## src/source/paint_pkg.sv

```systemverilog
`default_nettype none

package paint_pkg;

  // ****************************************
  // Widths
  // ****************************************
  localparam int coord_w   = 6;                    // 64 x 64 canvas
  localparam int pix_w     = 8;
  localparam int key_w     = 8;
  localparam int state_w   = 4;
  localparam int fb_addr_w = 2 * coord_w + 1;      // Bank bit on top

  // ASCII key codes
  localparam logic [key_w-1:0] key_c     = 8'h43;
  localparam logic [key_w-1:0] key_enter = 8'h0D;

  // Cursor box outline
  localparam int cursor_side   = 4;
  localparam int cursor_pixels = 4 * (cursor_side - 1);
  localparam int cursor_idx_w  = $clog2(cursor_pixels);
  localparam logic [cursor_idx_w-1:0] cursor_idx_last = cursor_idx_w'(cursor_pixels - 1);
  localparam logic [coord_w-1:0] cursor_last = coord_w'(cursor_side - 1);

  localparam logic [pix_w-1:0] cursor_color         = 8'hFF;
  localparam logic [pix_w-1:0] palette_cursor_color = 8'hE3;

  // ****************************************
  // Controller state codes
  // ****************************************
  localparam logic [state_w-1:0] st_start           = 4'b0000;
  localparam logic [state_w-1:0] st_init            = 4'b0001;
  localparam logic [state_w-1:0] st_check_c         = 4'b0010;
  localparam logic [state_w-1:0] st_check_enter     = 4'b0011;
  localparam logic [state_w-1:0] st_cursor_pal      = 4'b0100;
  localparam logic [state_w-1:0] st_check_enter_pal = 4'b0101;
  localparam logic [state_w-1:0] st_change_color    = 4'b0110;
  localparam logic [state_w-1:0] st_draw_cursor     = 4'b0111;
  localparam logic [state_w-1:0] st_paint           = 4'b1000;

  // One pixel byte, seen as RGB 3-3-2 or as a palette cell
  typedef union packed {
    struct packed {
      logic [2:0] red;
      logic [2:0] green;
      logic [1:0] blue;
    } rgb;
    struct packed {
      logic [3:0] row;                             // From y
      logic [3:0] col;                             // From x
    } pal;
  } pixel_u;

endpackage

`default_nettype wire

```

## src/source/key_latch.sv

```systemverilog
`timescale 1ns/10ps
`default_nettype none

module key_latch import paint_pkg::*; (
  input  logic             clk,
  input  logic             rst,
  input  logic [key_w-1:0] key_code,
  input  logic             key_strobe,
  input  logic             rst_check,
  output logic             w_c,
  output logic             w_enter
);

  logic             valid;
  logic [key_w-1:0] code_q;

  // ****************************************
  // Pending key
  // ****************************************
  always_ff @(posedge clk) begin
    if (rst) begin
      valid <= 1'b0;
    end else if (key_strobe) begin
      valid <= 1'b1;                               // New key beats a consume
    end else if (rst_check) begin
      valid <= 1'b0;
    end
  end

  always_ff @(posedge clk) begin
    if (key_strobe) begin
      code_q <= key_code;
    end
  end

  // Decoded levels, held until consumed
  assign w_c     = valid && (code_q == key_c);
  assign w_enter = valid && (code_q == key_enter);

endmodule

`default_nettype wire

```

## config.mk

```make
export PLATFORM = sky130hd
export DESIGN_NAME = key_latch
export DESIGN_NICKNAME = d
export VERILOG_FILES = /design/src/source/paint_pkg.sv /design/src/source/key_latch.sv
export SDC_FILE = /design/constraint.sdc
export NUM_CORES = 1
export LEC_CHECK = 0
export CAP_MARGIN = 25
export CELL_PAD_IN_SITES_DETAIL_PLACEMENT = 1
export CELL_PAD_IN_SITES_GLOBAL_PLACEMENT = 1
export CORE_AREA = 3 3 40 42
export CTS_CLUSTER_SIZE = 24
export DETAILED_ROUTE_END_ITERATION = 12
export DIE_AREA = 0 0 43 45
export DONT_BUFFER_PORTS = 1
export PLACE_DENSITY_LB_ADDON = 0.15
export SETUP_SLACK_MARGIN = 0.4
export SYNTH_ARGS = -nofsm -noshare
export SYNTH_HDL_FRONTEND = slang
export SYNTH_SLANG_ARGS = --single-unit
```

## constraint.sdc

```tcl
create_clock -name clk -period 0.8 [get_ports clk]
set_input_delay 0.04 -clock clk [delete_from_list [all_inputs] [get_ports clk]]
set_output_delay 0.04 -clock clk [all_outputs]
set_load 0.02 [all_outputs]
```

==> After elaboration in Yosys (flattened, before gate mapping) <==
Cells that the tools add are included.
{ "op_classes": {"n_addsub": 0, "n_mul": 0, "div_mod_pow": 0, "order_cmp": 0, "n_eq_ne": 2, "shift": 0, "muxes": 2, "bitwise": 0, "n_reduce_logical": 3} }
{ "op_table": {"columns": ["op", "count"], "rows": [
  ["8-bit by 4-bit == test with 1-bit output (second input constant)", 1],
  ["8-bit by 7-bit == test with 1-bit output (second input constant)", 1],
  ["1-bit logical AND", 2],
  ["1-bit 2-to-1 mux", 2],
  ["2-bit nonzero test", 1]
]} }
{ "totals": {"register_bits": 9, "latch_bits": 0, "ramBits": 0, "mem_bits_ro": 0, "inputBits": 12, "elab_cells": 9, "n_memories": 0} }

==> Logic depth before layout (Yosys ltp) <==
{ "logic_depth": {"word_depth": 2, "mapped_depth": 2} }

==> Worst setup path after synthesis <==
OpenSTA, ideal clock, no wires.
{ "synth_path": {"path_type": "register to output", "start": "register code_q[5]", "end": "output w_c", "arrival_ns": 0.918, "path_slack_ns": -0.158, "path_stages_with_launch": 3, "n_path_buf": 0, "path_cell_list": "edfxtp_1 nor4b_2 and3_1"} }
{ "synth_between": {"elab_chain_len": 2} }
{ "synth_lines": {"columns": ["item", "line", "rtl"], "rows": [
  ["start: declaration", "key_latch.sv:15", "logic [key_w-1:0] code_q;"],
  ["start signal: assignment", "key_latch.sv:32", "code_q <= key_code;"],
  ["8-bit by 7-bit == test with 1-bit output", "key_latch.sv:37", "assign w_c = valid && (code_q == key_c);"],
  ["1-bit logical AND", "key_latch.sv:37", null],
  ["end: declaration", "key_latch.sv:10", "output logic w_c,"]
]} }
Every way passes these cells.

==> Final worst setup path <==
{ "layout_path": {"start": "register code_q[5]", "end": "output w_enter"} }
{ "layout_between": {"elab_chain_len": 2} }
{ "layout_lines": {"columns": ["item", "line", "rtl"], "rows": [
  ["8-bit by 4-bit == test with 1-bit output", "key_latch.sv:38", "assign w_enter = valid && (code_q == key_enter);"],
  ["1-bit logical AND", "key_latch.sv:38", null],
  ["end: declaration", "key_latch.sv:11", "output logic w_enter"]
]} }
Every way passes these cells.

==> flow_summary.json <==
{
  "grt_usage_pct": 6.33,
  "rows": 13,
  "routedWlPerCell_um": 12.8,
  "drv_cap": 0,
  "worst_slew_pin_slew_ns": 0.247,
  "p_leak_nw": 0.132,
  "final_nets": 34,
  "status": "finished, violations left",
  "dieArea_um2": 1940,
  "drt_iter0_markers": 0,
  "synth_compound_area_share_pct": 1.55,
  "fmax_mhz": 790,
  "hp-class": "primary input to flip-flop",
  "drc_errors": 0,
  "cp-end-kind": "output pin",
  "ctsHtreeMaxLevel": 1,
  "ir_worst_vdd_v": 0.000696,
  "path_clk_slew_ns": 0.05,
  "drtAntennaViolNets": 0,
  "start_util_pct": 25.1,
  "io_buffers": 0,
  "synth_area_um2": 323,
  "synthCells": 17,
  "fin_hold_ws_ns": -0.155,
  "cts_buffer_depth": 2,
  "grt_pass1_wl_um": 793,
  "critPathKind": "flip-flop to output pin",
  "viasPerCell": 4.39,
  "design_area_um2": 388,
  "synthDistinctLibCells": 8,
  "dr_total_vias": 158,
  "drive_gt1_share_pct": 33.3,
  "p_total_w": 0.000917,
  "ys_warn_count": 0,
  "synthAdderAreaFrac_pct": 0,
  "synth_xor_area_share_pct": 0,
  "finalCritPeriodShare_pct": 158,
  "gp_congestion": 0.622,
  "yosys.area_share.simple_pct": 16.7,
  "synth_fp_nets": 29,
  "area_delta_synth_final_pct": 20.2,
  "start_kind": "flip-flop",
  "place_inst": 32,
  "fin_ws_ns": -0.466,
  "cts_inserted_buffers": 3,
  "slew_headroom_pct": 83.3,
  "wl_um": 459,
  "cts-root-buf": "clkbuf_4",
  "mostFrequentLayoutCell": "edfxtp_1",
  "fin_skew_ns": 0,
  "final_cells": 36,
  "violations": "negative hold slack, negative setup slack",
  "grt_overflow": 0,
  "clock-sinks": 9,
  "cts_tree": "yes",
  "grt_pass1_vias": 180,
  "antenna_found_initial": 0,
  "arrival_ns": 1.23,
  "setup_viol": 2,
  "powerDensity_nw_per_um2": 2360,
  "rsz0062_at_grt": "true",
  "post_dp_cell_area_um2": 345,
  "ys_ff_latch": 9,
  "antenna_cells": 0,
  "ys_seq_area_share_pct": 80.6,
  "drtPass1Iterations": 1,
  "ioPinCount": 14,
  "final_cell_mix": "8 x edfxtp_1, 3 x clkbuf_4, 2 x nor4bb_1, 2 x and3_4",
  "synth.avg_cell_area_um2": 19.0,
  "clk_latency_ns": 0.25,
  "fp.coreArea_um2": 1280,
  "num-fill-cells": 137,
  "required_ns": 0.76,
  "dieHeight_um": 45,
  "hold_viol_final": 17,
  "chipWidth_um": 43,
  "grt_max_degree": 10,
  "cp_max_fo": 2,
  "synth_mux_area_share_pct": 0,
  "synth_top_family_by_area": "simple AND/OR/NAND/NOR gates",
  "slew_violations": 0,
  "period_minus_slack_ns": 1.27
}
[layout make-up]
type	count	area [um^2]	share of cell area (%)
sequential	9	262	67.4
multi-input combinational	7	77.6	20.0
clock buffer	4	26.3	6.77
tap	15	18.8	4.84
inverter	1	3.75	0.968
[synthesized netlist by cell type]
library cell  count  area share [%]
a21oi_1           1             1.5
and3_1            2             3.9
dfxtp_1           1             6.2
edfxtp_1          8              74
inv_1             1             1.2
nand2b_1          1             1.9
nor4b_2           1             4.6
nor4bb_1          2             6.2
[what timing repair did]
item                                    CTS  global route
endpoints found under the hold margin    17            17
pin swaps                                 0             0
gates resized for setup                   0             3
buffers inserted                          0             0
endpoints found under the setup margin    3             3
[critical path, cell delays in order (launching register included)]
cell and delay, ns:
edfxtp_1 0.40, nor4b_4 0.31, and3_4 0.26
[path summary, 6_finish.rpt]
kind | startpoint | to | slack, ns | cells past startpoint
min reg2reg | valid$_SDFFE_PP0P_ | valid$_SDFFE_PP0P_ | 0.48 | 2
max | code_q[5]$_DFFE_PP_ | w_enter | -0.47 | 2
min | rst | valid$_SDFFE_PP0P_ | -0.16 | 1
max reg2reg | valid$_SDFFE_PP0P_ | valid$_SDFFE_PP0P_ | 0.23 | 2
[per-stage QoR]
step | setup WS [ns] | utilization [%] | setup TNS [ns]
global placement | -0.201 | 26.9 | -0.400
detailed placement | -0.195 | 26.9 | -0.388
floorplan | -0.133 | - | -0.266
global route | -0.537 | 30.2 | -1.07
finish | -0.466 | 30.2 | -0.930
CTS | -0.480 | 28.9 | -0.957
[registers in the layout, indices dropped and copies added, names as in the netlist]
register	count
code_q	8
valid	1
[routing by layer]
metal  global-route usage (%)  vias up  share of wire [%]
met5                        0        -                  0
met4                     9.04        0                  0
met3                     4.78        0                 13
met2                     7.19       11                 52
met1                     6.02       71                 35
li1                         -       76                  -
[kinds of logic (layout without fill, tap and decap cells)]
group	count (synthesis)	after routing
simple gates	6	6
flops	9	9
compound gates	1	1
buf+inv	1	5
[power breakdown]
group	switching [W]	total, W	internal [W]
clock	0.000134	0.000324	0.000191
sequential	0.0000196	0.000574	0.000554
combinational	0.00000411	0.0000191	0.0000150
No activity file was read; power rests on OpenSTA's default activity.
