## src/source/paint_pkg.sv

```systemverilog
`default_nettype none

package paint_pkg;

  // ****************************************
  // Widths
  // ****************************************
  localparam int coord_w   = 6;                    // 64 x 64 canvas
  localparam int pix_w     = 8;
  localparam int key_w     = 8;
  localparam int state_w   = 4;
  localparam int fb_addr_w = 2 * coord_w + 1;      // Bank bit on top

  // ASCII key codes
  localparam logic [key_w-1:0] key_c     = 8'h43;
  localparam logic [key_w-1:0] key_enter = 8'h0D;

  // Cursor box outline
  localparam int cursor_side   = 4;
  localparam int cursor_pixels = 4 * (cursor_side - 1);
  localparam int cursor_idx_w  = $clog2(cursor_pixels);
  localparam logic [cursor_idx_w-1:0] cursor_idx_last = cursor_idx_w'(cursor_pixels - 1);
  localparam logic [coord_w-1:0] cursor_last = coord_w'(cursor_side - 1);

  localparam logic [pix_w-1:0] cursor_color         = 8'hFF;
  localparam logic [pix_w-1:0] palette_cursor_color = 8'hE3;

  // ****************************************
  // Controller state codes
  // ****************************************
  localparam logic [state_w-1:0] st_start           = 4'b0000;
  localparam logic [state_w-1:0] st_init            = 4'b0001;
  localparam logic [state_w-1:0] st_check_c         = 4'b0010;
  localparam logic [state_w-1:0] st_check_enter     = 4'b0011;
  localparam logic [state_w-1:0] st_cursor_pal      = 4'b0100;
  localparam logic [state_w-1:0] st_check_enter_pal = 4'b0101;
  localparam logic [state_w-1:0] st_change_color    = 4'b0110;
  localparam logic [state_w-1:0] st_draw_cursor     = 4'b0111;
  localparam logic [state_w-1:0] st_paint           = 4'b1000;

  // One pixel byte, seen as RGB 3-3-2 or as a palette cell
  typedef union packed {
    struct packed {
      logic [2:0] red;
      logic [2:0] green;
      logic [1:0] blue;
    } rgb;
    struct packed {
      logic [3:0] row;                             // From y
      logic [3:0] col;                             // From x
    } pal;
  } pixel_u;

endpackage

`default_nettype wire

```

## src/source/paint_ctrl.sv

```systemverilog
`timescale 1ns/10ps
`default_nettype none

module paint_ctrl import paint_pkg::*; (
  input  logic               clk,
  input  logic               rst,
  input  logic               init,
  input  logic [coord_w-1:0] in_x,
  input  logic [coord_w-1:0] in_y,
  input  logic               w_c,
  input  logic               w_enter,
  input  logic               cursor_done,
  input  logic               cursor_pal_done,
  input  logic [pix_w-1:0]   px_data_cursor,
  input  logic [pix_w-1:0]   px_data_cursor_pal,
  input  logic [coord_w-1:0] cursor_dx,
  input  logic [coord_w-1:0] cursor_dy,
  input  logic [coord_w-1:0] pal_dx,
  input  logic [coord_w-1:0] pal_dy,
  output logic [coord_w-1:0] out_x,
  output logic [coord_w-1:0] out_y,
  output logic               we,
  output logic               bank,
  output logic [coord_w-1:0] wr_x,
  output logic [coord_w-1:0] wr_y,
  output logic [pix_w-1:0]   wr_data,
  output logic               rst_check,
  output logic               cursor_s,
  output logic               cursor_pal_s,
  output logic               busy
);

  logic [state_w-1:0] state;
  pixel_u             color_q;
  pixel_u             color_next;

  // Palette cell under the coordinates
  always_comb begin
    color_next.pal.row = in_y[3:0];
    color_next.pal.col = in_x[3:0];
  end

  // ****************************************
  // State register
  // ****************************************
  always_ff @(posedge clk) begin
    if (rst) begin
      state   <= st_start;
      color_q <= '0;
      out_x   <= '0;
      out_y   <= '0;
    end else begin
      case (state)
        st_start:       state <= init ? st_init : st_start;
        st_init: begin
          out_x <= in_x;                           // Latch the point
          out_y <= in_y;
          state <= st_check_c;
        end
        st_check_c:     state <= w_c ? st_cursor_pal : st_check_enter;
        st_check_enter: state <= w_enter ? st_paint : st_draw_cursor;
        st_paint:       state <= st_init;
        st_draw_cursor: state <= cursor_done ? st_init : st_draw_cursor;
        st_cursor_pal:  state <= cursor_pal_done ? st_check_enter_pal : st_cursor_pal;
        st_check_enter_pal: begin
          state <= w_enter ? st_change_color : st_init;
        end
        st_change_color: begin
          color_q <= color_next;
          state   <= st_init;
        end
        default: begin
          color_q <= '0;
          state   <= st_start;
        end
      endcase
    end
  end

  // ****************************************
  // Output decode
  // ****************************************
  always_comb begin
    we           = 1'b0;
    bank         = 1'b0;
    cursor_s     = 1'b0;
    cursor_pal_s = 1'b0;
    rst_check    = 1'b0;
    wr_x         = out_x;
    wr_y         = out_y;
    wr_data      = color_q;
    case (state)
      st_start:        rst_check = 1'b1;
      st_paint: begin
        we        = 1'b1;                          // Plain point, paint colour
        rst_check = 1'b1;
      end
      st_draw_cursor: begin
        we       = 1'b1;
        cursor_s = 1'b1;
        wr_x     = out_x + cursor_dx;
        wr_y     = out_y + cursor_dy;
        wr_data  = px_data_cursor;
      end
      st_cursor_pal: begin
        we           = 1'b1;
        bank         = 1'b1;                       // Palette bank
        cursor_pal_s = 1'b1;
        wr_x         = out_x + pal_dx;
        wr_y         = out_y + pal_dy;
        wr_data      = px_data_cursor_pal;
        // Drop the C on the last pixel; an Enter that overwrote it is kept
        rst_check    = cursor_pal_done && w_c;
      end
      st_change_color: rst_check = 1'b1;
      st_init, st_check_c, st_check_enter, st_check_enter_pal: begin
        rst_check = 1'b0;
      end
      default:         rst_check = 1'b1;
    endcase
  end

  assign busy = (state != st_start);

endmodule

`default_nettype wire

```

## config.mk

```make
export PLATFORM = sky130hd
export DESIGN_NAME = paint_ctrl
export DESIGN_NICKNAME = d
export VERILOG_FILES = /design/src/source/paint_pkg.sv /design/src/source/paint_ctrl.sv
export SDC_FILE = /design/constraint.sdc
export NUM_CORES = 1
export LEC_CHECK = 0
export ABC_AREA = 1
export BUFFER_PORTS_ARGS = -buffer_cell sky130_fd_sc_hd__buf_2
export CORE_AREA = 2 2 79 81
export DETAILED_ROUTE_END_ITERATION = 10
export DIE_AREA = 0 0 81 83
export PLACE_DENSITY = 0.59
export SYNTH_ARGS = -nofsm -noshare
export SYNTH_HDL_FRONTEND = slang
export SYNTH_SLANG_ARGS = --single-unit
```

## constraint.sdc

```tcl
create_clock -name clk -period 4.8 [get_ports clk]
set_input_delay 0.72 -clock clk [delete_from_list [all_inputs] [get_ports clk]]
set_output_delay 0.72 -clock clk [all_outputs]
set_load 0.1 [all_outputs]
```

## Yosys cells after proc, flatten, opt, wreduce, memory -nomap -nowiden

Cells that the tools add are included.

- Mux-type cells: 15
- Add/sub/neg operators: 4
- Reduce and logical (&&, ||, !) cells: 7
- Eq/ne operators: 8

Operator list:

| operator | count |
|---|---|
| $pmux W4 S8 | 1 |
| $pmux W8 S2 | 2 |
| $add A6 B6 Y6 | 4 |
| $pmux W6 S2 | 2 |
| $eq A4 B3 Y1 const B | 4 |
| $mux W3 | 3 |
| $eq A4 B2 Y1 const B | 2 |
| $reduce_or A8 Y1 | 1 |
| $mux W1 | 5 |
| $reduce_or A5 Y1 | 1 |
| $eq A4 B1 Y1 const B | 1 |
| $eq A4 B4 Y1 const B | 1 |
| $logic_not A4 Y1 | 1 |
| $mux W4 | 1 |
| $reduce_bool A4 Y1 | 1 |
| $reduce_or A3 Y1 | 1 |
| $pmux W1 S2 | 1 |
| $reduce_or A2 Y1 | 1 |
| $logic_and A1 B1 Y1 | 1 |

- Input bits: 59
- Logic and storage cells: 38
- Output and inout port bits: 38
- Flip-flop bits (word level): 24

## Depth between registers and ports, before layout

Gate-level depths: netlist of run 1.

- Word-level depth: 3
- Depth in mapped cells: 17
- Gate-level depth less buffers: 15

## Least setup slack after synthesis of run 1

Ideal clock, no wire load.

- Path kind: register to output
- From: reg state[3]
- To: out wr_y[4]
- Setup slack: 0.734 ns
- Cell stages (with the launch flop): 14
- Data required time: 4.080 ns
- Path buffers: 2
- Data arrival time: 3.346 ns
- Path through: dfxtp_1 -> nor2_8 -> nand2_4 -> inv_2 -> buf_6 -> buf_6 -> nand2_1 -> nand2_1 -> ha_1 -> fa_1 -> nand3_1 -> nand2_1 -> xnor2_1 -> o21ai_1

- Word-level cells in the longest chain between the ends: 2
- Elaborated cells on any way between the ends: 3
- Those cells by class: eq/ne: 2; mux: 1

RTL lines:

| element | line | RTL |
|---|---|---|
| start: declaration | paint_ctrl.sv:33 | `logic [state_w-1:0] state;` |
| start signal: assignment | paint_ctrl.sv:48 | `state <= st_start;` |
| start signal: assignment | paint_ctrl.sv:54 | `st_start: state <= init ? st_init : st_start;` |
| start signal: assignment | paint_ctrl.sv:58 | `state <= st_check_c;` |
| $eq A4 B3 Y1 | paint_ctrl.sv:92 | `case (state)` |
| $pmux W6 S2 (*) | paint_ctrl.sv:92 |  |
| end: declaration | paint_ctrl.sv:25 | `output logic [coord_w-1:0] wr_y,` |

Mark *: on every way between the ends. The rest lies on a longest branch, timed or not.

## Worst setup path after layout of run 1

- From: reg state[3]
- To: out wr_x[4]

- Word-level cells in the longest chain between the ends: 2
- Elaborated cells on any way between the ends: 3
- Those cells by class: eq/ne: 2; mux: 1

RTL lines:

| element | line | RTL |
|---|---|---|
| $eq A4 B3 Y1 | paint_ctrl.sv:92 |  |
| $pmux W6 S2 (*) | paint_ctrl.sv:92 |  |
| end: declaration | paint_ctrl.sv:24 | `output logic [coord_w-1:0] wr_x,` |

Marks and branches as above.

==> impl_results.md, run 1 <==
* Mapped Cells at 315
* Ratio of cells with drive above 1 in the final layout at 0.282
* Starting DRT DRC Count at 54
* DIE HEIGHT at between 80 and 90 um
* Final Setup Violations at 0
* Global-route wire length before repair at 8470 um
* First drt pass iteration count at 4
* Total power at 0.000913 W
* Top cell by count, worst path: nand2_1
* Core area at between 0.005 and 0.006 sq mm
* Async set or reset register ratio after synthesis at 0
* Reg-to-reg startpoint: state[2]$_SDFF_PP0_
* Worst VDD drop at 0.150 mV
* Crit path max-delay family: buffers and inverters
* Initial antenna violation count at 0
* CP arrival at 2870 ps
* Max Freq at around 280 MHz
* Internal power component at 0.000427 W
* Crit Path Class: reg2out
* Syn Std Cell Area at 0.00191 sq mm
* Per-cell routed wire length at approximately 11 um
* Die area at 0.00672 sq mm
* Starting Density at 0.328
* Gr ovfl total at 0
* Compound-Gate Fraction of Synth Area at 0.0932
* XOR/XNOR share of the synthesized area at 0.0184
* Die X at 81 um
* Simple-gate portion of the synthesized area at 0.464
* Post-CTS Resized at 0
* Post-route antenna net violation count at 0
* Largest area contributor in the netlist: nand2_1
* Port bufs at 96
* Sequential-to-total area share from yosys stat at 0.252
* Required @ worst endpoint at 4080 ps
* Fin crit share at 0.749
* Final Net Count at 476
* Synth area leaders: nand2_1 (30%), dfxtp_1 (25%), nand3_1 (7.9%)
* Total clock sinks at 24
* Final hold violation count at 0
* Total CTS buffers at 3
* Status: finished clean
* Worst-path clk slew at approximately 90 ps
* DRC viols at 0
* Setup bufs post-CTS at 0
* Post-synthesis mux area share at 0
* I/O Pins at 97
* Max clock buf depth at 2
* Slew Viols, Final at 0
* Post-DR vias/cell at 4.58
* Number of global-route vias before repair at 1,889
* Skew-Pair Late Insertion Delay at 260 ps
* Yosys reg bits at 24
* Clock power share at 0.195
* Via count at 2,195
* DP Wirelength at approximately 4300 um
* H-Tree Depth at 1
* Largest net degree at the start of global routing at 25
* Worst Tran Pin Value at 505 ps
* Fin Clk Skew at 2.38 ps
* Net switching power figure at just under 0.0005 W
* Main synth FF type: dfxtp_1
* Final WL at 5510 um
* P per Cell Area at 369 mW/mm^2
* Main combinational cell family by area after synthesis: simple AND/OR/NAND/NOR gates
* Syn Nets at 386
* Critical path launch point: state[3]$_SDFF_PP0_
* Unrepaired setup endpoints after global routing: false
* Power share of the sequential group at 0.254
* Area grow syn2layout at 29.7%
* Critical Path Max Stage Delay at roughly 500 ps
* Maximum fanout along the worst path at 21
* TritonCTS clock tree: done
* CTS Hold Buffers Added at 0
* GP Congestion at 0.833
* Lkg Pwr at around 1.4 nW
* # Max-Cap Violations at 0
* Row count at 28
* CP cell instances: nor2_8 -> nand2_4 -> inv_2 -> nand2_1 -> nand2_1 -> ha_1 -> fa_1 -> nand3_1 -> nand2_1 -> xnor2_1 -> o21ai_1 -> buf_2
* Synth unique cells at 28
* Area share of the largest cell type after synthesis at 0.303
* Tot GR Track Use at 0.156
* Root Driver: clkbuf_8
* Adder-Cell Fraction of Synth Area at 0.0867
* Crit start category: register
* Min-Delay Path Class: reg2reg
* Syn avg cell area at 6.05 sq um
* Minimum clock period at ~3600 ps
* TNS Setup at 0 ps
* Setup crit end kind: output pin
* CP max stage cell: dfxtp_1
* Post-synth EDFFs at 0
* Antenna diodes at 0
* Rel. slew slack at 0.666
* Flop2flop setup slack at 3270 ps
* Buf+Inv Stages, Crit Path at 2
* Logic pwr share at 0.551
* Sw Share at 0.533
* Min-delay src: color_q[3]$_SDFFE_PP0N_
* Synth warn at 0
-- cells in the mapped netlist, types with 3 or more instances --
| master | count |
|---|---|
| inv_2 | 4 |
| buf_4 | 6 |
| ha_1 | 10 |
| dfxtp_1 | 24 |
| xnor2_1 | 4 |
| nor2_1 | 10 |
| o21ai_0 | 3 |
| a21oi_1 | 23 |
| o21ai_1 | 4 |
| nand2_1 | 154 |
| inv_1 | 17 |
| nand3_1 | 30 |
| nand2_2 | 3 |
-- registers in the layout (all words and copies together), names as in the netlist --
name,cells
color_q,8
out_x,6
out_y,6
state,4
-- metrics by stage --
step / cells / hold slack [ps] / instance area, sq um / utilization / worst slack (ps)
final: 479 / 468 / 2470 / 0.425 / 1210
after global routing: 479 / 489 / 2470 / 0.425 / 956
after CTS: 479 / 470 / 2470 / 0.425 / 1200
after detailed placement: 475 / 455 / 2400 / 0.413 / 1490
after global placement: 475 / 452 / 2400 / 0.413 / 1520
after floorplan: 315 / 441 / 1910 / - / 734
-- final cells by class --
cell class / instances / area (sq um)
clock inverter: 1 / 30.0
clock buffer: 3 / 41.3
tap: 75 / 93.8
inverter: 22 / 82.6
multi-input combinational: 258 / 1260
fill: 661 / 3340
sequential: 24 / 480
timing repair buffer: 96 / 480
-- kinds of logic after synthesis --
family | count (synthesis)
buf+inv | 33
flops | 24
compound gates | 34
simple gates | 208
xor+xnor | 4
fa+ha+maj | 12
-- layer usage --
metal | share of wire | vias to the layer above | track usage | wire length (um)
li1 | - | 1183 | - | -
met5 | 0 | - | 0 | 0
met1 | 0.47 | 924 | 0.208 | 2600
met2 | 0.45 | 84 | 0.259 | 2480
met3 | 0.066 | 4 | 0.0141 | 363
met4 | 0.011 | 0 | 0.0508 | 59
-- worst min-delay path: stages (launching register included) --
cell	delay, ps
dfxtp_1	320
nand2_1	60
a21oi_1	50
-- cells in the final DEF (no fill, tap or decap) --
cell	instances
buf_2	96
a211oi_1	2
a21oi_1	23
clkinv_1	1
nor2_1	10
o21ai_0	3
inv_2	4
o22ai_1	2
o21ai_1	4
nor2_8	1
bufinv_16	1
inv_1	17
clkbuf_8	3
fa_1	2
nor2_4	2
nor4_1	1
nand3_1	30
nand2_2	3
nor3_1	1
ha_1	10
xnor2_1	4
nand2_4	1
dfxtp_1	24
nand4_1	2
or2_2	2
nand3_2	1
nand2_1	154
-- worst paths after layout --
check,end,depth (start not counted)
max,wr_x[4],12
min,color_q[3]$_SDFFE_PP0N_,2
max reg2reg,state[0]$_SDFF_PP0_,8
min reg2reg,color_q[3]$_SDFFE_PP0N_,2
-- power by group through the flow --
stage	clock, W	combinational (W)	sequential, W
after floorplan	0	0.000345	0.000311
after global placement	0	0.000503	0.000237
after detailed placement	0	0.000504	0.000237
after CTS	0.000181	0.000505	0.000232
after global routing	0.000188	0.000535	0.000235
final	0.000178	0.000503	0.000232
No activity file was read; power rests on OpenSTA's default activity.
==> run 2: changes to the inputs <==
clock period = 3.54 ns   (was 4.8 ns; I/O delays follow)
==> run 2 against run 1 <==
  * Clock power increased by 38%
  * Final cell count stayed put
  * Worst hold slack better by 0.89 ps
  * Critical path type unchanged
  * Critical endpoint is now wr_y[4]
  * Largest power group unchanged
==> impl_results.md, run 2 (synthesis gave the netlist of run 1 again) <==
* Rel. slew slack at 0.667
* CP arrival at between 2000 and 3000 ps
* # Max-Cap Violations at 0
* DIE HEIGHT at 83 um
* Max clock buf depth at 2
* Most flops, register: color_q
* Row count at 28
* Commonest non-fill, non-tap cell in the layout: nand2_1
* TritonCTS clock tree: done
* Crit start category: register
* DRC viols at 0
* Lkg Pwr at 1.38 nW
* Min-Delay Path Class: reg2reg
* Placed cell area at 0.00241 sq mm
* Per-cell routed wire length at 11.5 um
* Worst VDD drop at 0.283 mV
* Final Setup Violations at 0
* Status: finished clean
* Met1 Resource Use GR at 0.225
* Most frequent cells in the layout: nand2_1 (154), buf_2 (92), nand3_1 (30)
* CTS Hold Buffers Added at 0
* Final hold violation count at 0
* Number of global-route vias before repair at 1,911
* Core area at 0.00582 sq mm
* Maximum fanout along the worst path at 21
* Worst Tran Pin Value at just over 500 ps
* Finished Cell Area at 0.00250 sq mm
* Largest regs: color_q x8, out_x x6, out_y x6
* Placed Cells incl. Taps at 475
* Total CTS buffers at 3
* Setup bufs post-CTS at 0
* Tot GR Track Use at 0.161
* P per Cell Area at 501 mW/mm^2
* TNS Setup at 0 ps
* Ratio of cells with drive above 1 in the final layout at 0.292
* I/O Pins at between 90 and 100
* Starting DRT DRC Count at 59
* Crit Path Class: reg2out
* Area grow syn2layout at 31.0%
* Fin Clk Skew at between 1 and 1.5 ps
* Setup crit end kind: output pin
* Gr ovfl total at 0
* Fin crit share at 0.937
* Die area at 0.00672 sq mm
* Largest net degree at the start of global routing at 25
* Final Net Count at 476
* Largest register FFs at 8
* Die X at 81 um
* GP Congestion at slightly above 0.8
* Fin util at 0.429
* Initial antenna violation count at 0
* Skew-Pair Late Insertion Delay at 270 ps
* Required @ worst endpoint at 3010 ps
* Final WL at 5510 um
* Met2 Resource Use GR at 0.258
* Minimum clock period at around 3300 ps
* Starting Density at 0.328
* Hold Path Depth at 2
* Global-route wire length before repair at 8730 um
* Post-DR vias/cell at roughly 4.6
* DP Wirelength at ~4300 um
* Met3 usage at 0.0130
* Worst reg2reg path depth at 8
* Slew Viols, Final at 0
* Port bufs at 96
* Total clock sinks at 24
* Smallest hold slack at approximately 470 ps
* Most Crowded Layer GR: met2
* First drt pass iteration count at 4
* H-Tree Depth at 1
* Worst-path clk slew at 90 ps
* Antenna diodes at 0
* Fill cell count at 646
* Unrepaired setup endpoints after global routing: true
* Layout Cells excl Fill at 479
* Max Freq at 301 MHz
* Post-route antenna net violation count at 0
* Root Driver: clkbuf_8
* Via count at 2,206
-- run 2: cell count changes in the layout (fill, tap and decap cells not counted) --
cell	previous run	this run
buf_2	96	92
clkbuf_4	0	4
o21ai_1	4	0
o21ai_2	0	4
-- run 2: cell type report --
type                       instances  area [sq um]  share of cell area
timing repair buffer              96           490               0.196
clock inverter                     1          30.0              0.0120
inverter                          22          82.6              0.0331
clock buffer                       3          41.3              0.0165
sequential                        24           480               0.192
tap                               75          93.8              0.0376
multi-input combinational        258          1280               0.512
-- run 2: power by group --
group	switching [W]	total (W)	internal (W)
registers	0.0000243	0.000314	0.000290
logic	0.000549	0.000691	0.000142
clock network	0.0000940	0.000245	0.000151
total	0.000668	0.00125	0.000583
-- run 2: timing repair --
item,in CTS,in global routing
gates resized for setup,0,4
setup endpoints to repair,0,4
endpoints found under the hold margin,0,0
-- run 2: worst paths after layout --
check	endpoint	slack, ps	from
max	wr_y[4]	220	state[3]$_SDFF_PP0_
min	color_q[0]$_SDFFE_PP0N_	470	color_q[0]$_SDFFE_PP0N_
max reg2reg	state[0]$_SDFF_PP0_	2000	state[2]$_SDFF_PP0_
min reg2reg	color_q[0]$_SDFFE_PP0N_	470	color_q[0]$_SDFFE_PP0N_
-- run 2: critical path, cell delays in order (launching register included) --
cell and delay, ps:
dfxtp_1 500, nor2_8 100, nand2_4 180, inv_2 200, nand2_1 100, nand2_1 60, ha_1 220, fa_1 410
nand3_1 90, nand2_1 60, xnor2_1 130, o21ai_2 110, clkbuf_4 340
-- run 2: routing by layer --
metal | vias to the layer above | wire [um] | part of all wire
li1 | 1184 | - | -
met1 | 941 | 2700 | 0.49
met2 | 74 | 2430 | 0.44
met3 | 7 | 278 | 0.050
met4 | 0 | 93 | 0.017
met5 | - | 0 | 0
-- run 2: per-stage QoR --
step                power [W]  worst slack [ps]
detailed placement    0.00101               400
global placement      0.00101               455
floorplan            0.000894               186
CTS                   0.00125              98.9
global route          0.00131             -41.7
finish                0.00125               223
