==> src/source/paint_pkg.sv <==
`default_nettype none

package paint_pkg;

  // ****************************************
  // Widths
  // ****************************************
  localparam int coord_w   = 6;                    // 64 x 64 canvas
  localparam int pix_w     = 8;
  localparam int key_w     = 8;
  localparam int state_w   = 4;
  localparam int fb_addr_w = 2 * coord_w + 1;      // Bank bit on top

  // ASCII key codes
  localparam logic [key_w-1:0] key_c     = 8'h43;
  localparam logic [key_w-1:0] key_enter = 8'h0D;

  // Cursor box outline
  localparam int cursor_side   = 4;
  localparam int cursor_pixels = 4 * (cursor_side - 1);
  localparam int cursor_idx_w  = $clog2(cursor_pixels);
  localparam logic [cursor_idx_w-1:0] cursor_idx_last = cursor_idx_w'(cursor_pixels - 1);
  localparam logic [coord_w-1:0] cursor_last = coord_w'(cursor_side - 1);

  localparam logic [pix_w-1:0] cursor_color         = 8'hFF;
  localparam logic [pix_w-1:0] palette_cursor_color = 8'hE3;

  // ****************************************
  // Controller state codes
  // ****************************************
  localparam logic [state_w-1:0] st_start           = 4'b0000;
  localparam logic [state_w-1:0] st_init            = 4'b0001;
  localparam logic [state_w-1:0] st_check_c         = 4'b0010;
  localparam logic [state_w-1:0] st_check_enter     = 4'b0011;
  localparam logic [state_w-1:0] st_cursor_pal      = 4'b0100;
  localparam logic [state_w-1:0] st_check_enter_pal = 4'b0101;
  localparam logic [state_w-1:0] st_change_color    = 4'b0110;
  localparam logic [state_w-1:0] st_draw_cursor     = 4'b0111;
  localparam logic [state_w-1:0] st_paint           = 4'b1000;

  // One pixel byte, seen as RGB 3-3-2 or as a palette cell
  typedef union packed {
    struct packed {
      logic [2:0] red;
      logic [2:0] green;
      logic [1:0] blue;
    } rgb;
    struct packed {
      logic [3:0] row;                             // From y
      logic [3:0] col;                             // From x
    } pal;
  } pixel_u;

endpackage

`default_nettype wire

==> src/source/cursor_sprite.sv <==
`timescale 1ns/10ps
`default_nettype none

module cursor_sprite import paint_pkg::*; #(
  parameter logic [pix_w-1:0] sprite_color = cursor_color
) (
  input  logic               clk,
  input  logic               rst,
  input  logic               start,
  output logic [coord_w-1:0] dx,
  output logic [coord_w-1:0] dy,
  output logic [pix_w-1:0]   px_data,
  output logic               done
);

  logic [cursor_idx_w-1:0] idx;
  logic [coord_w-1:0]      i;

  // ****************************************
  // Outline pixel counter
  // ****************************************
  always_ff @(posedge clk) begin
    if (rst) begin
      idx <= '0;
    end else if (!start || done) begin
      idx <= '0;                                   // Ready for the next pass
    end else begin
      idx <= idx + 1'b1;
    end
  end

  assign done = start && (idx == cursor_idx_last);

  assign i = coord_w'(idx);

  // Walk clockwise: top row, right column down, bottom row back, left column up
  always_comb begin
    if (idx < cursor_idx_w'(cursor_side)) begin
      dx = i;
      dy = '0;
    end else if (idx < cursor_idx_w'(2 * cursor_side - 1)) begin
      dx = cursor_last;
      dy = i - cursor_last;
    end else if (idx < cursor_idx_w'(3 * cursor_side - 2)) begin
      dx = coord_w'(3 * (cursor_side - 1)) - i;
      dy = cursor_last;
    end else begin
      dx = '0;
      dy = coord_w'(4 * (cursor_side - 1)) - i;
    end
  end

  assign px_data = start ? sprite_color : '0;      // Blank when idle

endmodule

`default_nettype wire

==> config.mk <==
export PLATFORM = sky130hd
export DESIGN_NAME = cursor_sprite
export DESIGN_NICKNAME = d
export VERILOG_FILES = /design/src/source/paint_pkg.sv /design/src/source/cursor_sprite.sv
export SDC_FILE = /design/constraint.sdc
export NUM_CORES = 1
export LEC_CHECK = 0
export BUFFER_PORTS_ARGS = -buffer_cell sky130_fd_sc_hd__buf_2
export CORE_AREA = 2 2 39 41
export CTS_CLUSTER_DIAMETER = 60
export DETAILED_ROUTE_END_ITERATION = 10
export DIE_AREA = 0 0 41 43
export PLACE_DENSITY = 0.64
export SETUP_SLACK_MARGIN = 0.5
export SYNTH_ARGS = -nofsm -noshare
export SYNTH_HDL_FRONTEND = slang
export SYNTH_SLANG_ARGS = --single-unit
==> constraint.sdc <==
create_clock -name clk -period 2.4 [get_ports clk]
set_input_delay 0.48 -clock clk [delete_from_list [all_inputs] [get_ports clk]]
set_output_delay 0.48 -clock clk [all_outputs]
set_load 0.05 [all_outputs]
Word level (Yosys, flattened, before mapping) --
Index checks and enable logic that the tools add are counted.
Word-level totals: register bits 4, output and inout bits 21, logic and storage cells 20
Operators by class: add/sub/neg operators 4, order comparisons 3, equal/unequal tests 1, muxes and demuxes 7, reductions and logical operators 4
Operators by type and width (number):
- 2-to-1 mux 6 bit | 6
- subtractor 4 x 4 -> 5 bit (first input constant) | 2
- less-than comparator 4 x 3 -> 1 bit (second input constant) | 2
- 2-to-1 mux 8 bit | 1
- subtractor 4 x 2 -> 5 bit (second input constant) | 1
- adder 4 x 1 -> 4 bit (second input constant) | 1
- equality test 4 bit (second input constant) | 1
- less-than comparator 4 bit (second input constant) | 1
- OR reduction 2 bit | 1
- logical AND 1 bit | 1
- zero test 1 bit | 1
- logical OR 1 bit | 1

Depth between registers and ports, before layout --
Gate-level depths: netlist (run 1).
depth in word-level cells 4, gate-level depth with buffers 4, gate-level depth less buffers 4

Worst setup path after synthesis (run 1) --
Ideal clock, no wire load.
path kind flip-flop to output port, start point register idx[0], end point output dx[0], arrival 2016 ps, required time 1920 ps, path slack -96 ps, stages on the path, launching flop included 4, path buffers 0, path through dfxtp_1 > ha_1 > and3_1 > o32ai_1
On the way: cells in the longest elaborated chain, start to end 4, elaborated cells on any way between the ends 7, those cells by class add/sub: 1; order compare: 3; mux: 3
Ends and longest elaborated chain:
- from (decl) | RTL line cursor_sprite.sv:16 | logic [cursor_idx_w-1:0] idx;
- from (signal assigned) | RTL line cursor_sprite.sv:28 | idx <= idx + 1'b1;
- subtractor 4 x 4 -> 5 bit / less-than comparator 4 bit (equally long branches) | RTL line cursor_sprite.sv:45, cursor_sprite.sv:44
- 2-to-1 mux 6 bit | RTL line cursor_sprite.sv:44 | end else if (idx < cursor_idx_w'(3 * cursor_side - 2)) begin
- 2-to-1 mux 6 bit | RTL line cursor_sprite.sv:41 | end else if (idx < cursor_idx_w'(2 * cursor_side - 1)) begin
- 2-to-1 mux 6 bit (*) | RTL line cursor_sprite.sv:38 | if (idx < cursor_idx_w'(cursor_side)) begin
- to (decl) | RTL line cursor_sprite.sv:10 | output logic [coord_w-1:0] dx,
Mark *: on every way between the ends. The rest lies on a longest branch, timed or not.

Worst setup path after layout (run 1) --
start point register idx[1], end point output dx[3]
Same word-level chain as after synthesis.

==> results of run 1 <==
==> critical path: stages (launching register included) <==
cell	delay [ns]
sky130_fd_sc_hd__dfxtp_4	0.36
sky130_fd_sc_hd__or3b_4	0.45
sky130_fd_sc_hd__mux2i_2	0.18
sky130_fd_sc_hd__buf_6	0.18
==> layout make-up <==
cell class / count / area share [%]
clock buffers: 4 / 3.66
repair buffers: 28 / 28.0
inverters: 3 / 2.26
multi-input cells: 37 / 50.0
flip-flops and latches: 4 / 13.2
well taps: 16 / 2.79
==> repair_timing <==
item | in CTS | in global routing
setup buffers | 4 | 3
setup endpoints to repair | 8 | 6
resized for setup | 20 | 7
pin swaps | 0 | 3
==> Yosys cell counts (2+ instances only) <==
| cell | number | area share (%) |
|---|---|---|
| sky130_fd_sc_hd__ha_1 | 5 | 14 |
| sky130_fd_sc_hd__buf_4 | 12 | 19 |
| sky130_fd_sc_hd__nor2_1 | 2 | 1.6 |
| sky130_fd_sc_hd__a21boi_1 | 2 | 3.2 |
| sky130_fd_sc_hd__a21oi_1 | 3 | 3.2 |
| sky130_fd_sc_hd__dfxtp_1 | 4 | 17 |
| sky130_fd_sc_hd__nand3b_1 | 3 | 4.9 |
| sky130_fd_sc_hd__inv_1 | 3 | 2.4 |
| sky130_fd_sc_hd__nor3_1 | 2 | 2.2 |
| sky130_fd_sc_hd__nand2b_1 | 2 | 2.7 |
==> kinds of logic (layout without fill, tap and decap cells) <==
group                      count (synthesis)  in the layout  synth area share, %
and+or+nand+nor                           18             18                 25.4
buffers and inverters                     16             35                 23.0
AOI/OAI and AO/OA                         10             10                 15.9
adders and majority gates                  5              5                 13.5
DFF                                        4              4                 17.3
other                                      1              2                0.810
xor gates and xnor gates                   1              1                 1.89
muxes                                      1              1                 2.16
==> metrics by stage <==
stage / area, um2 / std cells / utilization, %
CTS: 674 / 89 / 48.7
detailed placement: 556 / 81 / 40.1
finish: 718 / 92 / 51.9
global route: 718 / 92 / 51.9
global placement: 556 / 81 / 40.1
floorplan: 526 / 57 / -
==> power by group <==
part / internal [mW] / switching, mW / total [mW] / leakage [nW]
Combinational: 0.0208 / 0.0538 / 0.0746 / 0.259
Sequential: 0.0653 / 0.00396 / 0.0692 / 0.0355
Clock: 0.0623 / 0.0265 / 0.0888 / 0.0150
==> metal layers <==
metal,global-route usage [%],routed length (um),up-vias
li1,-,-,220
met1,14.7,400,189
met2,18.4,435,15
met3,3.14,72,0
met4,4.00,0,0
met5,0,0,-
==> worst max path at each step <==
| stage | from | slack, ns | end | cells past startpoint |
|---|---|---|---|---|
| after floorplan | idx[0] | 0.50 | dx[0] | 3 |
| after global placement | idx[1] | 0.51 | dy[2] | 5 |
| after detailed placement | idx[1] | 0.49 | dy[2] | 5 |
| after CTS | idx[1] | 0.47 | dy[2] | 5 |
| after global routing | idx[0] | 0.47 | dy[0] | 4 |
| final | idx[1] | 0.52 | dx[3] | 3 |
==> layout by cell type (no fill, tap or decap), types with 2 or more instances in the layout <==
| cell | count |
|---|---|
| sky130_fd_sc_hd__buf_2 | 14 |
| sky130_fd_sc_hd__buf_4 | 7 |
| sky130_fd_sc_hd__buf_6 | 7 |
| sky130_fd_sc_hd__dfxtp_4 | 4 |
| sky130_fd_sc_hd__nand3b_1 | 3 |
| sky130_fd_sc_hd__ha_1 | 3 |
| sky130_fd_sc_hd__clkbuf_4 | 3 |
| sky130_fd_sc_hd__inv_4 | 2 |
| sky130_fd_sc_hd__a21oi_2 | 2 |
| sky130_fd_sc_hd__nand2b_1 | 2 |
| sky130_fd_sc_hd__nor3_1 | 2 |
| sky130_fd_sc_hd__ha_4 | 2 |
| sky130_fd_sc_hd__conb_1 | 2 |
==> metrics.csv, run 1 <==
stage;metric;value;unit
layout;diode count;0;
cts;H-tree level count;1;
global_routing;leftover overflow at the end of global routing;0;
timing;count of endpoints failing hold in the final timing report;0;
cts;number of clock buffers inserted by TritonCTS;3;
global_routing;maximum number of pins on one net before global-route repair;17;
setup_path;R2R Path End;idx[1];
setup_path;kind of end point of the critical path;primary output;
synthesis;sequential-to-total area share from yosys stat;17.3;%
global_routing;GR Util All Layers;11.7;%
setup_path;reg2reg path depth;3;
layout;registers with the most flip-flops;idx: 4 flops;
layout;number of flip-flops in the largest register;4;
synthesis;post-synthesis instance area;463;um2
setup_path;start of the worst register-to-register path;idx[0];
placed_design;detailed placement HPWL;636;um
run;max-cap violations;0;
layout;proportion of layout cells with a drive suffix above 1;64.5;%
route;total iterations of the first detailed-routing run;1;
min_path;hold path endpoint;idx[0];
cts;insertion delay to the later sink of the worst-skew pair;0.23;ns
route;detailed-route wire length;908;um
placed_design;worst slack after detailed placement;0.486;ns
layout;flip-flop and latch area;95.1;um2
global_routing;global-route wire length before repair;1.44;mm
placed_design;routability cong.;0.640;
route;remaining antenna violation count;0;
synthesis;Avg Inst Size Synth;8.27;um2
setup_path;register-to-register setup slack;1.32;ns
layout;final-layout fill cell count;135;
synthesis;Synth Instances;56;
min_path;instance count along the most critical hold path;1;
timing;final worst path period share;78.3;%
timing;smallest setup slack after layout;0.521;ns
cts;root buffer cell;sky130_fd_sc_hd__clkbuf_4;
floorplan;width of the die;41;um
layout;number of nets in the layout;85;
cts;buffer levels on the longest clock path;2;
global_routing;number of global-route vias before repair;365;
timing;hold slack;0.494;ns
layout;Synth-to-Final Area Change;55.1;%
route;DRC violation total after the first TritonRoute iteration;0;
floorplan;die span in y;43;um
power;Power per Cell Area;324;nW/um2
timing;setup repair after global routing missed its margin;true;
setup_path;critical path data arrival time;1.40;ns
floorplan;floorplan die area;1760;um2
floorplan;initial standard-cell utilization of the core;33.5;%
min_path;Worst Min Path Start;idx[0];
floorplan;I/O Pins;24;
cts;number of hold buffers added after CTS;0;
timing;accumulated negative setup slack;0;ns
route;Remaining DRCs;0;
setup_path;required time at the endpoint of the critical path;1.92;ns
power;power consumption;0.233;mW
synthesis;count of synthesis-stage warnings from yosys;0;
synthesis;commonest register cell after synthesis;sky130_fd_sc_hd__dfxtp_1;
floorplan;placement row count;14;
setup_path;critical path class;reg2out;
setup_path;critical path startpoint category;register;
synthesis;distinct cell type count after synthesis;28;
layout;area of the multi-input gates;359;um2
power;maximum resistive drop on vdd;0.210;mV
cts;clock-pin slew of the registers on the worst-case setup and hold paths;0.04;ns
route;routed wire length per instance;9.87;um
timing;Clock Skews;0.00700;ns
cts;CTS tree;built;
timing;Setup Viol. Count Final;0;
outcome;result of the run;completed;
timing;minimum clock period after layout;1.88;ns
floorplan;area of the placeable core;1380;um2
timing;number of pins exceeding their max-slew limit in the final report;0;
synthesis;share of async-settable or async-resettable flops after synthesis;0;%
synthesis;number of enable flip-flop cells after synthesis;0;
placed_design;quantity of I/O buffers inserted on ports;21;
synthesis;synthesized flop and latch total;4;
setup_path;maximum fanout count along the critical path;5;
power;leakage power of the design;0.310;nW
route;DR vias;424;
cts;total number of clock tree sinks;4;
layout;register bank with the most flops;idx;
min_path;Min-Delay Path Class;reg2reg;
global_routing;number of antenna violations at the first check in global routing;0;
timing;Max Clk Rate;0.532;GHz
route;vias per inst;4.61;
No activity file was read; power rests on OpenSTA's default activity.
==> inputs of run 2 (changes only) <==
clock period = 1.9 ns   (was 2.4 ns; I/O delays follow)
==> run 2 against run 1 <==
First-iteration DRC count up 4; power up 24%; hold slack better by 0.00053 ns; highest routed layer unchanged.
==> metrics.csv, run 2 (synthesis results as in run 1) <==
stage;metric;value;unit;change
global_routing;leftover overflow at the end of global routing;0;;unchanged
route;vias per inst;4.65;;+0.89%
global_routing;global-route wire length before repair;1.81;mm;+25%
setup_path;critical path startpoint category;register;;
cts;H-tree level count;1;;unchanged
placed_design;total instance count after detailed placement;82;;+1.2%
timing;Clock Skews;0.000140;ns;-0.00685 ns
timing;number of pins exceeding their max-slew limit in the final report;0;;unchanged
setup_path;maximum fanout count along the critical path;5;;unchanged
layout;register bank with the most flops;idx;;
layout;diode count;0;;unchanged
cts;CTS tree;built;;
floorplan;area of the placeable core;1380;um2;unchanged
cts;total number of clock tree sinks;4;;unchanged
timing;Setup Viol. Count Final;0;;unchanged
timing;minimum clock period after layout;1.80;ns;
outcome;result of the run;completed;;
floorplan;initial standard-cell utilization of the core;33.5;%;unchanged
cts;root buffer cell;sky130_fd_sc_hd__clkbuf_4;;
setup_path;kind of end point of the critical path;primary output;;
route;DRC violation total after the first TritonRoute iteration;4;;+4
layout;commonest non-fill, non-tap cell in the layout;sky130_fd_sc_hd__buf_4;;
placed_design;routability cong.;0.622;;-2.7%
floorplan;width of the die;41;um;unchanged
layout;number of nets in the layout;91;;+7.1%
global_routing;GR Util All Layers;15.5;%;+3.8 points
cts;number of hold buffers added after CTS;0;;unchanged
setup_path;worst path buffer plus inverter count;1;;unchanged
global_routing;maximum number of pins on one net before global-route repair;11;;-6
layout;most frequent cells in the layout;12 x sky130_fd_sc_hd__buf_4, 10 x sky130_fd_sc_hd__buf_2, 9 x sky130_fd_sc_hd__buf_6, 4 x sky130_fd_sc_hd__dfxtp_4;;
cts;clock-pin slew of the registers on the worst-case setup and hold paths;0.04;ns;about the same
power;power consumption;0.288;mW;+24%
timing;hold slack;0.495;ns;+0.000533 ns
cts;number of clock buffers inserted by TritonCTS;3;;unchanged
power;leakage power of the design;0.355;nW;+15%
layout;count of non-filler cells in the finished layout;97;;+5.4%
power;Power per Cell Area;341;nW/um2;+5.1%
power;maximum resistive drop on vdd;0.346;mV;+65%
route;routed wire length per instance;12.9;um;+30%
setup_path;required time at the endpoint of the critical path;1.52;ns;-0.40 ns
timing;final worst path period share;94.7;%;
setup_path;critical path data arrival time;1.42;ns;+0.02 ns
timing;Max Clk Rate;0.556;GHz;
placed_design;quantity of I/O buffers inserted on ports;21;;unchanged
setup_path;Slowest Stage Delay on Critical Path;0.47;ns;+0.02 ns
route;Remaining DRCs;0;;unchanged
route;remaining antenna violation count;0;;unchanged
timing;setup repair after global routing missed its margin;true;;
layout;proportion of layout cells with a drive suffix above 1;76.5;%;+12 points
cts;insertion delay to the later sink of the worst-skew pair;0.23;ns;about the same
layout;number of flip-flops in the largest register;4;;unchanged
floorplan;die span in y;43;um;unchanged
setup_path;cell-by-cell trace of the critical path;or3b_4, mux2i_4, buf_6;;
global_routing;number of global-route vias before repair;416;;+14%
min_path;Min-Delay Path Class;in2reg;;
route;DR vias;451;;+6.4%
timing;accumulated negative setup slack;0;ns;unchanged
setup_path;critical path class;reg2out;;
route;total iterations of the first detailed-routing run;2;;+1
global_routing;number of antenna violations at the first check in global routing;0;;unchanged
layout;post-route cell area;847;um2;+18%
cts;buffer levels on the longest clock path;2;;unchanged
run;max-cap violations;0;;unchanged
timing;smallest setup slack after layout;0.0998;ns;-0.421 ns
layout;share of the core filled with cells;61.2;%;+9.3 points
layout;Synth-to-Final Area Change;83.0;%;
timing;count of endpoints failing hold in the final timing report;0;;unchanged
setup_path;Top Family by Delay on Critical Path;simple AND/OR/NAND/NOR gates;;
route;detailed-route wire length;1.25;mm;+37%
floorplan;I/O Pins;24;;unchanged
placed_design;detailed placement HPWL;776;um;+22%
floorplan;floorplan die area;1760;um2;unchanged
placed_design;area post-placement;617;um2;+11%
floorplan;placement row count;14;;unchanged
setup_path;Slowest-stage cell, CP;sky130_fd_sc_hd__or3b_4;;
layout;registers with the most flip-flops;idx: 4 flops;;
placed_design;worst slack after detailed placement;0.149;ns;-0.337 ns
==> run 2: final cells by class <==
| cell class | instances | area, um2 |
|---|---|---|
| sequential | 4 | 95.1 |
| timing repair buffer | 34 | 287 |
| fill | 120 | 537 |
| clock buffer | 3 | 22.5 |
| tap | 16 | 20.0 |
| multi-input combinational | 37 | 412 |
| inverter | 3 | 11.3 |
==> run 2: repair_timing <==
action	CTS	global route
pin swaps	3	4
setup buffers	10	2
gates resized for setup	32	6
hold endpoints to repair	0	0
endpoints found under the setup margin	11	11
==> run 2: path summary, 6_finish.rpt <==
path              slack, ns  depth (start not counted)   start  endpoint
hold reg to reg        0.59                          2  idx[3]    idx[3]
setup / recovery        0.1                          3  idx[1]     dx[3]
hold / removal         0.49                          3     rst    idx[3]
setup reg to reg       0.64                          5  idx[2]    idx[3]
==> run 2: metal layers <==
metal	vias to the layer above	wire, um	GRT usage, %
met5	-	0	0
met4	0	0	8.00
met3	0	49	2.62
met2	13	705	26.9
met1	208	492	16.5
li1	230	-	-
==> run 2: report_power, final <==
group | internal [mW] | switching [mW]
logic | 0.0290 | 0.0707
clock network | 0.0705 | 0.0322
registers | 0.0824 | 0.00369
==> run 2: worst min-delay path, stage by stage <==
cell,delay (ns)
sky130_fd_sc_hd__buf_2,0.07
sky130_fd_sc_hd__nand2b_1,0.18
sky130_fd_sc_hd__a211oi_2,0.05
==> inputs of run 3 (changes only) <==
CTS_BUF_LIST = sky130_fd_sc_hd__clkbuf_8   (was unset)
==> run 3 against run 2 <==
Combinational power hardly changed; critical path depth stayed put; clock-buffer cell count stayed put; global-route usage is 0.40 points higher; clock power is 71% higher; routed wire length is 1.8% higher; power is 25% higher; register-to-register slack hardly changed; highest routed layer unchanged.
==> metrics.csv, run 3 (synthesis results as in run 1) <==
stage;metric;value;unit;change
outcome;result of the run;completed;;
floorplan;I/O Pins;24;;unchanged
timing;accumulated negative setup slack;0;ns;unchanged
route;Remaining DRCs;0;;unchanged
cts;insertion delay to the later sink of the worst-skew pair;0.21;ns;-0.02 ns
timing;hold slack;0.517;ns;+0.0223 ns
route;routed wire length per instance;13.1;um;+1.8%
power;power consumption;0.362;mW;+25%
layout;post-route cell area;866;um2;+2.2%
cts;number of clock buffers inserted by TritonCTS;3;;unchanged
placed_design;quantity of I/O buffers inserted on ports;21;;unchanged
setup_path;critical path startpoint category;register;;
placed_design;routability cong.;0.622;;unchanged
floorplan;floorplan die area;1760;um2;unchanged
placed_design;area post-placement;617;um2;unchanged
setup_path;critical path data arrival time;1.40;ns;-0.02 ns
layout;proportion of layout cells with a drive suffix above 1;76.5;%;unchanged
layout;diode count;0;;unchanged
timing;Max Clk Rate;0.561;GHz;+0.96%
floorplan;width of the die;41;um;unchanged
timing;setup repair after global routing missed its margin;true;;
cts;H-tree level count;1;;unchanged
timing;Clock Skews;0.000163;ns;+0.0000224 ns
floorplan;area of the placeable core;1380;um2;unchanged
route;remaining antenna violation count;0;;unchanged
power;leakage power of the design;0.363;nW;+2.2%
layout;registers with the most flip-flops;idx: 4 flops;;
route;DRC violation total after the first TritonRoute iteration;2;;-2
timing;Setup Viol. Count Final;0;;unchanged
placed_design;detailed placement HPWL;776;um;unchanged
global_routing;leftover overflow at the end of global routing;0;;unchanged
setup_path;required time at the endpoint of the critical path;1.52;ns;about the same
cts;CTS tree;built;;
floorplan;initial standard-cell utilization of the core;33.5;%;unchanged
run;max-cap violations;0;;unchanged
floorplan;placement row count;14;;unchanged
floorplan;die span in y;43;um;unchanged
timing;final worst path period share;93.8;%;-0.90 points
cts;buffer levels on the longest clock path;2;;unchanged
min_path;Min-Delay Path Class;in2reg;;
setup_path;maximum fanout count along the critical path;5;;unchanged
route;detailed-route wire length;1.27;mm;+1.8%
layout;most frequent cells in the layout;12 x sky130_fd_sc_hd__buf_4, 10 x sky130_fd_sc_hd__buf_2, 9 x sky130_fd_sc_hd__buf_6, 4 x sky130_fd_sc_hd__dfxtp_4;;
timing;number of pins exceeding their max-slew limit in the final report;0;;unchanged
global_routing;maximum number of pins on one net before global-route repair;11;;unchanged
layout;final-layout fill cell count;118;;-1.7%
timing;count of endpoints failing hold in the final timing report;0;;unchanged
cts;clock-pin slew of the registers on the worst-case setup and hold paths;0.03;ns;about the same
setup_path;kind of end point of the critical path;primary output;;
route;vias per inst;4.68;;+0.67%
layout;number of nets in the layout;91;;unchanged
power;maximum resistive drop on vdd;0.348;mV;+0.53%
global_routing;number of global-route vias before repair;415;;-0.24%
cts;root buffer cell;sky130_fd_sc_hd__clkbuf_8;;
setup_path;critical path class;reg2out;;
layout;Synth-to-Final Area Change;87.0;%;
power;Power per Cell Area;418;nW/um2;+23%
route;DR vias;454;;+0.67%
timing;minimum clock period after layout;1.78;ns;-0.0171 ns
global_routing;global-route wire length before repair;1.85;mm;+2.3%
global_routing;GR Util All Layers;15.9;%;+0.40 points
route;total iterations of the first detailed-routing run;3;;+1
layout;number of flip-flops in the largest register;4;;unchanged
global_routing;number of antenna violations at the first check in global routing;0;;unchanged
cts;total number of clock tree sinks;4;;unchanged
layout;register bank with the most flops;idx;;
layout;commonest non-fill, non-tap cell in the layout;sky130_fd_sc_hd__buf_4;;
run 3: where the power goes:
| part | total (mW) | leakage (nW) | switching, mW | internal [mW] |
|---|---|---|---|---|
| Combinational | 0.0998 | 0.306 | 0.0708 | 0.0290 |
| Clock | 0.176 | 0.0216 | 0.0409 | 0.135 |
| Sequential | 0.0864 | 0.0355 | 0.00379 | 0.0826 |
run 3: area by class of cell:
type                            instances  area (um2)  area share (%)
Tap cell                               16        20.0            2.31
Sequential cell                         4        95.1            11.0
Multi-Input combinational cell         37         412            47.5
Clock buffer                            3        41.3            4.77
Inverter                                3        11.3            1.30
Timing Repair Buffer                   34         287            33.1
run 3: final timing paths:
check,start,end,slack [ns],cells after the start
max,idx[1],dx[3],0.12,3
min,rst,idx[3],0.52,3
max reg2reg,idx[2],idx[3],0.64,5
min reg2reg,idx[3],idx[3],0.59,2
run 3: routing by layer:
layer | share of wire, % | vias to the layer above | GRT usage, %
li1 | - | 228 | -
met3 | 3.9 | 0 | 2.62
met1 | 38 | 213 | 17.8
met2 | 58 | 13 | 26.9
met4 | 0 | 0 | 8.00
met5 | 0 | - | 0
run 3: through the flow:
step	setup slack (ns)	util (%)	instances
after global routing	0.0903	62.6	97
after floorplan	0.133	-	57
final	0.117	62.6	97
after detailed placement	0.149	44.6	82
after CTS	0.122	59.6	95
after global placement	0.183	44.6	82
run 3: worst max-delay path, cell delays in order, from the launching register on:
cell and delay, ns:
sky130_fd_sc_hd__dfxtp_4 0.36, sky130_fd_sc_hd__or3b_4 0.47, sky130_fd_sc_hd__mux2i_4 0.18, sky130_fd_sc_hd__buf_6 0.18
run 3: timing repair:
item	in CTS	in global routing
buffers inserted	10	2
pin swaps	3	4
setup endpoints to repair	11	11
gates resized for setup	32	6
hold buffers	0	0
